$ cat src/logic/convPkg.sv
package convPkg;

    // lane count and lane index width
    localparam int NUM_LANES = 4;
    localparam int LANE_W    = $clog2(NUM_LANES);

    // one 3x3 kernel per lane
    localparam int KTAPS = 9;

    // register file depth, 12 words holds a 3x3 kernel with spare
    localparam int RF_WORDS = 12;
    localparam int ADDR_W   = $clog2(RF_WORDS);

    // weight and pixel width, both signed
    localparam int DATA_W = 8;

    // nine products of 8x8 signed fit in 19 bits
    localparam int ACC_W = 20;

endpackage

$ cat src/logic/convArray.sv
`timescale 1ns/1ns

module convArray (
    input  logic                              i_clk,
    input  logic                              i_arstN,
    input  logic                              i_wStrobe,
    input  logic [convPkg::LANE_W-1:0]        i_wLane,
    input  logic [convPkg::ADDR_W-1:0]        i_wAddr,
    input  logic signed [convPkg::DATA_W-1:0] i_wData,
    input  logic                              i_pixValid,
    input  logic signed [convPkg::DATA_W-1:0] i_pixel,
    input  logic                              i_start,
    output logic                              o_busy,
    output logic                              o_resValid,
    output logic [convPkg::LANE_W-1:0]        o_resLane,
    output logic signed [convPkg::ACC_W-1:0]  o_result
);

    import convPkg::*;

    logic [NUM_LANES-1:0]     wEn;
    logic [ADDR_W-1:0]        wAddr;
    logic signed [DATA_W-1:0] wData;
    logic [ADDR_W-1:0]        tapAddr;
    logic signed [DATA_W-1:0] tapPixel;
    logic                     tapValid;
    logic                     tapLast;
    logic                     draining;
    logic signed [ACC_W-1:0]  sum [NUM_LANES];
    logic [NUM_LANES-1:0]     sumValid;  // lanes run in lockstep

    tapSequencer feeder (
        .i_clk      (i_clk),
        .i_arstN    (i_arstN),
        .i_wStrobe  (i_wStrobe),
        .i_wLane    (i_wLane),
        .i_wAddr    (i_wAddr),
        .i_wData    (i_wData),
        .i_pixValid (i_pixValid),
        .i_pixel    (i_pixel),
        .i_start    (i_start),
        .i_draining (draining),
        .o_wEn      (wEn),
        .o_wAddr    (wAddr),
        .o_wData    (wData),
        .o_tapAddr  (tapAddr),
        .o_tapPixel (tapPixel),
        .o_tapValid (tapValid),
        .o_tapLast  (tapLast),
        .o_busy     (o_busy)
    );

    for (genvar g = 0; g < NUM_LANES; g++) begin : genLane
        macLane lane (
            .i_clk      (i_clk),
            .i_arstN    (i_arstN),
            .i_wEn      (wEn[g]),
            .i_wAddr    (wAddr),
            .i_wData    (wData),
            .i_tapAddr  (tapAddr),
            .i_tapPixel (tapPixel),
            .i_tapValid (tapValid),
            .i_tapLast  (tapLast),
            .o_sum      (sum[g]),
            .o_sumValid (sumValid[g])
        );
    end

    resultDrain drain (
        .i_clk      (i_clk),
        .i_arstN    (i_arstN),
        .i_sum      (sum),
        .i_sumValid (sumValid[0]),
        .o_resValid (o_resValid),
        .o_resLane  (o_resLane),
        .o_result   (o_result),
        .o_draining (draining)
    );

endmodule

$ cat src/logic/macLane.sv
`timescale 1ns/1ns

module macLane (
    input  logic                              i_clk,
    input  logic                              i_arstN,
    input  logic                              i_wEn,
    input  logic [convPkg::ADDR_W-1:0]        i_wAddr,
    input  logic signed [convPkg::DATA_W-1:0] i_wData,
    input  logic [convPkg::ADDR_W-1:0]        i_tapAddr,
    input  logic signed [convPkg::DATA_W-1:0] i_tapPixel,
    input  logic                              i_tapValid,
    input  logic                              i_tapLast,
    output logic signed [convPkg::ACC_W-1:0]  o_sum,
    output logic                              o_sumValid
);

    import convPkg::*;

    logic signed [DATA_W-1:0]   weight;
    logic signed [DATA_W-1:0]   pixD;    // pixel aligned with read data
    logic                       validD;
    logic                       lastD;
    logic                       firstD;
    logic signed [2*DATA_W-1:0] prod;
    logic signed [ACC_W-1:0]    accBase;
    logic signed [ACC_W-1:0]    acc;

    regFile2p #(
        .wordWd (RF_WORDS),
        .DWd    (DATA_W)
    ) weightRf (
        .i_clk   (i_clk),
        .i_arstN (i_arstN),
        .i_we    (i_wEn),
        .i_waddr (i_wAddr),
        .i_wdata (i_wData),
        .i_re    (i_tapValid),
        .i_raddr (i_tapAddr),
        .o_rdata (weight)
    );

    // one cycle delay to match the read latency
    always_ff @(posedge i_clk or negedge i_arstN) begin
        if (!i_arstN) begin
            validD     <= 1'b0;
            lastD      <= 1'b0;
            firstD     <= 1'b0;
            o_sumValid <= 1'b0;
        end else begin
            validD     <= i_tapValid;
            lastD      <= i_tapLast;
            firstD     <= i_tapValid && (i_tapAddr == '0);
            o_sumValid <= validD && lastD;
        end
    end

    always_ff @(posedge i_clk) begin
        pixD <= i_tapPixel;
    end

    assign prod = weight * pixD;

    always_comb begin
        if (firstD) begin
            accBase = '0;  // fresh run
        end else begin
            accBase = acc;
        end
    end

    always_ff @(posedge i_clk) begin
        if (validD) begin
            acc <= accBase + prod;
        end
    end

    assign o_sum = acc;

endmodule

$ cat src/logic/regFile2p.sv
`timescale 1ns/1ns

module regFile2p #(
    parameter int wordWd = 12,
    parameter int DWd    = 32,
    localparam int AWd   = $clog2(wordWd)
) (
    input  logic           i_clk,
    input  logic           i_arstN,
    input  logic           i_we,
    input  logic [AWd-1:0] i_waddr,
    input  logic [DWd-1:0] i_wdata,
    input  logic           i_re,
    input  logic [AWd-1:0] i_raddr,
    output logic [DWd-1:0] o_rdata
);

    logic [DWd-1:0] mem [wordWd];

    always_ff @(posedge i_clk) begin
        if (i_we) begin
            mem[i_waddr] <= i_wdata;
        end
    end

    // registered read, old word on same-address write
    always_ff @(posedge i_clk or negedge i_arstN) begin
        if (!i_arstN) begin
            o_rdata <= '0;
        end else if (i_re) begin
            o_rdata <= mem[i_raddr];
        end
    end

endmodule

$ cat src/logic/resultDrain.sv
`timescale 1ns/1ns

module resultDrain (
    input  logic                             i_clk,
    input  logic                             i_arstN,
    input  logic signed [convPkg::ACC_W-1:0] i_sum [convPkg::NUM_LANES],
    input  logic                             i_sumValid,
    output logic                             o_resValid,
    output logic [convPkg::LANE_W-1:0]       o_resLane,
    output logic signed [convPkg::ACC_W-1:0] o_result,
    output logic                             o_draining
);

    import convPkg::*;

    logic signed [ACC_W-1:0] hold [NUM_LANES];  // head of the shift is lane being sent
    logic                    active;
    logic [LANE_W-1:0]       laneCnt;
    logic                    lastLane;

    assign lastLane = (laneCnt == LANE_W'(NUM_LANES - 1));

    always_ff @(posedge i_clk or negedge i_arstN) begin
        if (!i_arstN) begin
            active  <= 1'b0;
            laneCnt <= '0;
        end else begin
            if (i_sumValid) begin
                active  <= 1'b1;
                laneCnt <= '0;
            end else if (active) begin
                if (lastLane) begin
                    active <= 1'b0;
                end
                laneCnt <= laneCnt + 1'b1;
            end
        end
    end

    always_ff @(posedge i_clk) begin
        if (i_sumValid) begin
            hold <= i_sum;
        end else if (active) begin
            for (int i = 0; i < NUM_LANES - 1; i++) begin
                hold[i] <= hold[i + 1];
            end
        end
    end

    assign o_resValid = active;
    assign o_draining = active;  // feeder keeps busy high
    assign o_resLane  = laneCnt;
    assign o_result   = hold[0];

endmodule

$ cat src/logic/tapSequencer.sv
`timescale 1ns/1ns

module tapSequencer (
    input  logic                              i_clk,
    input  logic                              i_arstN,
    input  logic                              i_wStrobe,
    input  logic [convPkg::LANE_W-1:0]        i_wLane,
    input  logic [convPkg::ADDR_W-1:0]        i_wAddr,
    input  logic signed [convPkg::DATA_W-1:0] i_wData,
    input  logic                              i_pixValid,
    input  logic signed [convPkg::DATA_W-1:0] i_pixel,
    input  logic                              i_start,
    input  logic                              i_draining,
    output logic [convPkg::NUM_LANES-1:0]     o_wEn,
    output logic [convPkg::ADDR_W-1:0]        o_wAddr,
    output logic signed [convPkg::DATA_W-1:0] o_wData,
    output logic [convPkg::ADDR_W-1:0]        o_tapAddr,
    output logic signed [convPkg::DATA_W-1:0] o_tapPixel,
    output logic                              o_tapValid,
    output logic                              o_tapLast,
    output logic                              o_busy
);

    import convPkg::*;

    logic signed [DATA_W-1:0] window [KTAPS];  // index 0 is the oldest pixel
    logic                     running;         // start seen, drain not yet begun
    logic                     startOk;

    assign startOk    = i_start && !o_busy;  // starts while busy are dropped
    assign o_busy     = running || i_draining;
    assign o_tapLast  = o_tapValid && (o_tapAddr == ADDR_W'(KTAPS - 1));
    assign o_tapPixel = window[o_tapAddr];

    // lane decode of the weight write
    always_ff @(posedge i_clk or negedge i_arstN) begin
        if (!i_arstN) begin
            o_wEn <= '0;
        end else begin
            for (int l = 0; l < NUM_LANES; l++) begin
                o_wEn[l] <= i_wStrobe && (i_wLane == LANE_W'(l));
            end
        end
    end

    always_ff @(posedge i_clk) begin
        if (i_wStrobe) begin
            o_wAddr <= i_wAddr;
            o_wData <= i_wData;
        end
    end

    // newest pixel lands in tap 8
    always_ff @(posedge i_clk) begin
        if (i_pixValid) begin
            for (int k = 0; k < KTAPS - 1; k++) begin
                window[k] <= window[k + 1];
            end
            window[KTAPS - 1] <= i_pixel;
        end
    end

    always_ff @(posedge i_clk or negedge i_arstN) begin
        if (!i_arstN) begin
            running    <= 1'b0;
            o_tapValid <= 1'b0;
            o_tapAddr  <= '0;
        end else begin
            if (startOk) begin
                running    <= 1'b1;
                o_tapValid <= 1'b1;
                o_tapAddr  <= '0;
            end else if (o_tapValid) begin
                if (o_tapLast) begin
                    o_tapValid <= 1'b0;
                end else begin
                    o_tapAddr <= o_tapAddr + 1'b1;
                end
            end
            // drain takes over the busy level
            if (i_draining) begin
                running <= 1'b0;
            end
        end
    end

endmodule

$ cat config.mk
export PLATFORM = sky130hd
export DESIGN_NAME = convArray
export DESIGN_NICKNAME = d
export VERILOG_FILES = /design/src/logic/convPkg.sv /design/src/logic/convArray.sv /design/src/logic/macLane.sv /design/src/logic/regFile2p.sv /design/src/logic/resultDrain.sv /design/src/logic/tapSequencer.sv
export SDC_FILE = /design/constraint.sdc
export NUM_CORES = 2
export LEC_CHECK = 0
export BUFFER_PORTS_ARGS = -buffer_cell sky130_fd_sc_hd__buf_2
export CAP_MARGIN = 25
export CORE_MARGIN = 4
export CORE_UTILIZATION = 63
export CTS_BUF_LIST = sky130_fd_sc_hd__clkbuf_8
export DETAILED_ROUTE_END_ITERATION = 6
export GPL_ROUTABILITY_DRIVEN = 0
export PLACE_DENSITY = 0.76
export RECOVER_POWER = 100
export SLEW_MARGIN = 0
export SYNTH_ARGS = -nofsm -noshare
export SYNTH_HDL_FRONTEND = slang
export SYNTH_SLANG_ARGS = --single-unit
$ cat constraint.sdc
create_clock -name i_clk -period 11.6 [get_ports i_clk]
set_input_delay 2.32 -clock i_clk [delete_from_list [all_inputs] [get_ports i_clk]]
set_output_delay 2.32 -clock i_clk [all_outputs]
set_load 0.005 [all_outputs]
# Yosys cells after proc, flatten, opt, wreduce, memory -nomap -nowiden
# Memories as Yosys holds them, arrays and structs flattened. A register that Yosys moved wholly into a read port is not among the register bits.
# Index checks and enable logic that the tools add are counted.
# word_totals
mem_bits_rw,456
inputBits,27
elab_cells,90
output_inout_bits,24
n_memories,5
reg_bits,189
# memory_table
name,depth,word_bits,read_ports,rd_ports_with_merged_regs,wr,line_no,text
genLane[0].lane.weightRf.mem,12,8,1,1,1,regFile2p.sv:18,logic [DWd-1:0] mem [wordWd];
genLane[1].lane.weightRf.mem,12,8,1,1,1,regFile2p.sv:18,
genLane[2].lane.weightRf.mem,12,8,1,1,1,regFile2p.sv:18,
genLane[3].lane.weightRf.mem,12,8,1,1,1,regFile2p.sv:18,
feeder.window,9,8,9,1,9,tapSequencer.sv:26,logic signed [DATA_W-1:0] window [KTAPS];
# classes
n_eq_ne,6
n_mux,29
add_sub_neg,6
n_reduce_logical,20
n_mul,4
# op_table
op,count
60-bit 2-to-1 mux,2
20-bit by 16-bit adder with 20-bit output,4
20-bit 2-to-1 mux,4
8-bit by 8-bit multiplier with 16-bit output,4
1-bit 2-to-1 mux,18
4-bit 2-to-1 mux,3
1-bit logical AND,8
"2-bit equality test, second input constant",3
2-bit nonzero test,3
1-bit logical NOT,5
"4-bit by 1-bit adder with 4-bit output, second input constant",1
"4-bit equality test, second input constant",1
4-bit logical NOT,1
2-bit 2-to-1 mux,2
"2-bit by 1-bit adder with 2-bit output, second input constant",1
"2-bit by 1-bit equality test with 1-bit output, second input constant",1
2-bit logical NOT,1
"2-bit != test, second input constant",1
2-bit AND reduction,1
1-bit logical OR,1

# Depth between registers and ports, before layout
# depth
depth_word,5
mapped_depth,19

# By module
# A second synthesis with hierarchy kept.
# unflattened
hier_cells,2988
area_unflattened_um2,41940.2
# by_module_without_submodules
module,n_inst,seq_area_each_um2,area_each_um2,cells_per_inst
regFile2p,4,3083.0,4082.7,223
macLane at genLane[3].lane,1,860.8,4591.9,432
macLane at genLane[2].lane,1,860.8,4584.4,433
macLane at genLane[0].lane,1,860.8,4579.4,428
macLane at genLane[1].lane,1,860.8,4569.4,432
resultDrain,1,2477.4,3699.8,179
tapSequencer,1,2772.7,3584.7,192

# Worst setup path after synthesis
# OpenSTA, ideal clock, no wires.
# synth_path
path_kind,register to register
from,reg genLane[1].lane.weightRf.o_rdata[7] (read register of genLane[1].lane.weightRf.mem)
to,reg genLane[1].lane.acc[18] (data pin)
arrival_time_ps,5200
stages_incl_launch_ff,17
slack_ps,6139
synth_period_minus_slack_ps,5461
setup_ps,261
t_required_ps,11339
n_path_buf,1
cell_sequence,dfrtp_1 clkbuf_1 and2_1 inv_1 fa_1 inv_1 fa_1 fa_1 fa_1 fa_1 ha_1 o21ai_0 o21bai_1 or3_4 a41o_1 and3_1 a311o_1
# synth_between
elab_chain_cells,2
# synth_rtl
item,line_no,text
"start, declared",regFile2p.sv:15,output logic [DWd-1:0] o_rdata
8-bit by 8-bit multiplier with 16-bit output,macLane.sv:61,assign prod = weight * pixD;
20-bit by 16-bit adder with 20-bit output,macLane.sv:73,acc <= accBase + prod;
"end signal, assigned",macLane.sv:73,
"end, declared",macLane.sv:26,logic signed [ACC_W-1:0] acc;
# No other way between the ends.
# A chain may end at the register's enable or synchronous reset.

==> metrics.cfg <==
[finish]
area_delta_synth_final_pct=7.18
nets=3389
drive_gt1_frac=0.132
instances_no_fill=3756

[logic_synthesis]
ys_seq_area_frac=0.502
synth_area_leaders=edfxtp_1 47%, fa_1 17%, mux4_2 6.3%
synth_top_area_share=0.467
synth-simple-area-share=0.0727
ys.flop_type=edfxtp_1
synthArstFlopShare=0.0715
synth_nets=3320
synth_top_family_by_area=adder cells
synth_cell_types=62
synthXorXnorAreaFrac=0.0182
synth_area_um2=40300
ys_ff_latch=685
ys_warn_count=0
synth_edf_count=628
muxShareOfSynthArea=0.100
avgSynthCellArea_um2=14.6
synthAdderAreaFrac=0.233
synth.largest_area_cell=edfxtp_1
syn_inst=2754
synth_compound_area_frac=0.0270

[global_routing]
grtUsageTotal=0.248
grt_first_pass_wirelength_um=131000
grt_pass1_vias=23800
overflow=0
antenna_found_initial=2
grt_max_degree=73

[timing]
min_period_over_period=0.686
worst-slew-pin-transition_ps=3850
finalMaxSlewViolations=856
setup_tns_ps=0
finalWorstPathRequiredPeriod_ps=7960
fin_skew_ps=45.1
maxSlewHeadroom=-1.57
whs_ps=435
fmax_mhz=126
hold_violations=0
rsz0062_at_grt=false
setup_viol=0

[clock_network]
cts_tree=built
ctsResizeCount=0
cts-buffers-inserted=104
clk-insertion-delay-late_ps=740
clockBufferDepth=3
clk_transition_reported_paths_ps=60
clockRootBuffer=clkbuf_8
cts_hold_buffers=0
htree_levels=3
postCtsSetupBuffers=0
cts_sinks=685

[detailed_routing]
num_vias=21500
wirelength_um=79700
vias_per_cell=5.72
post_drt_wl_per_cell_um=21.2
drtAntennaViolNets=0
drc=0
firstDrtPassIters=5
first_iter_violations=1666

[die]
coreArea_um2=63200
fp.dieW_um=261
rows=92
dieArea_um2=68100
die_h_um=261
io_pins=51
initial_core_util=0.638

[min_path]
hp-class=register to register

[job]
max-cap-violations=18

[critical_path]
critical_path_class=register to register
worstPathArrival_ps=8380
worstSetupEndpointType=register
cp_max_fo=63
start_kind=register
required_ps=12030

[placed_design]
dp_cells=3562
dp_hpwl_um=56500
io_buffer_count=50

[outcome]
violations=capacitance limit, slew limit
status=finished, violations left

-- layout by cell type, fill, tap and decap left out, types with 16 or more instances in the layout --
cell      Yosys  final
edfxtp_1    628    628
clkinv_1      0     19
nand2b_1     41     41
nand2_1     166    166
a21oi_1      42     42
mux2i_1      43     43
nor2b_1      81     81
dfrtp_1      49     46
mux2_2       96     81
xnor2_1      66     66
buf_2        13     35
clkbuf_8      0    107
and2_0        0     48
fa_1        352    352
xor2_1       18     18
clkbuf_1     67     33
mux4_2      112    112
inv_1       352    387
nor2_1       39     39
o21ai_0      56     61
ha_1        187    187
nor3_1       16     16
and2_1      172    124
-- registers in the layout, summed over array words and instances (netlist names), 2 cells and up --
register	cells
feeder.o_wAddr	4
genLane.lane.weightRf.mem	384
genLane.lane.o_sum	80
feeder.o_wEn	4
drain.hold	60
feeder.window	72
genLane.lane.pixD	8
genLane.lane.weightRf.o_rdata	32
drain.o_resLane	2
feeder.o_tapAddr	4
drain.o_result	20
feeder.o_wData	8
-- synth_stat cells, drive strengths merged, types with 16 or more instances --
| master | count |
|---|---|
| nor2 | 39 |
| edfxtp | 628 |
| nand2b | 41 |
| mux2 | 96 |
| nor3 | 16 |
| fa | 352 |
| xnor2 | 66 |
| and2 | 172 |
| mux2i | 43 |
| buf | 49 |
| nand2 | 166 |
| dfrtp | 49 |
| clkbuf | 67 |
| nor2b | 81 |
| xor2 | 18 |
| o21ai | 61 |
| inv | 352 |
| ha | 187 |
| a21oi | 42 |
| mux4 | 112 |
-- stage by stage --
stage,util,worst slack [ps],area [um^2]
after global routing,0.684,3110,43200
after detailed placement,0.654,5420,41300
after global placement,0.653,5550,41300
after CTS,0.686,5430,43400
after floorplan,-,6140,40300
final,0.684,3640,43200
-- cell type report --
class	count	area (um^2)
multi-input cells	1601	18200
flip-flops and latches	685	20300
diodes	1	2.50
inverters	352	1320
clock inverters	85	592
well taps	846	1060
clock buffers	107	1470
fillers	4202	20000
repair buffers	79	382
-- final timing paths --
path                                          startpoint                         to  slack, ps  depth (start not counted)
worst max-delay path              genLane[3].lane.firstD  genLane[0].lane.o_sum[18]       3640                         14
worst max register to register    genLane[3].lane.firstD  genLane[0].lane.o_sum[18]       3640                         14
max in group asynchronous                        i_arstN        feeder.o_tapAddr[1]       6750                          2
worst min register to register  genLane[3].lane.o_sum[8]              drain.hold[8]        430                          0
worst min-delay path            genLane[3].lane.o_sum[8]              drain.hold[8]        430                          0
min in group asynchronous                        i_arstN            feeder.o_wEn[3]       2650                          2
-- worst max-delay path: stages, from the launching register on --
cell       delay, ps
dfrtp_1          780
clkbuf_1        2110
nor2b_1          320
fa_1             710
fa_1             480
fa_1             600
fa_1             430
ha_1             290
ha_1             330
o21a_1           210
o2111a_1         270
a2111oi_0        620
o31ai_1          160
a21oi_1          250
xnor2_1          120
-- routing by layer --
| layer | track usage | up-vias | wire length (um) |
|---|---|---|---|
| met1 | 0.337 | 11100 | 32800 |
| li1 | - | 9642 | - |
| met4 | 0.0793 | 0 | 2770 |
| met5 | 0 | - | 0 |
| met3 | 0.0468 | 167 | 4510 |
| met2 | 0.412 | 630 | 39600 |
-- cells by family after synthesis --
| logic type | after synthesis |
|---|---|
| compound gates | 174 |
| xor+xnor | 84 |
| fa+ha+maj | 539 |
| buf+inv | 468 |
| flops | 685 |
| mux | 251 |
| simple gates | 553 |
Power is left out: the tool's default activity adds up to more than one toggle a clock period on the data nets, which glitch-free logic cannot reach.
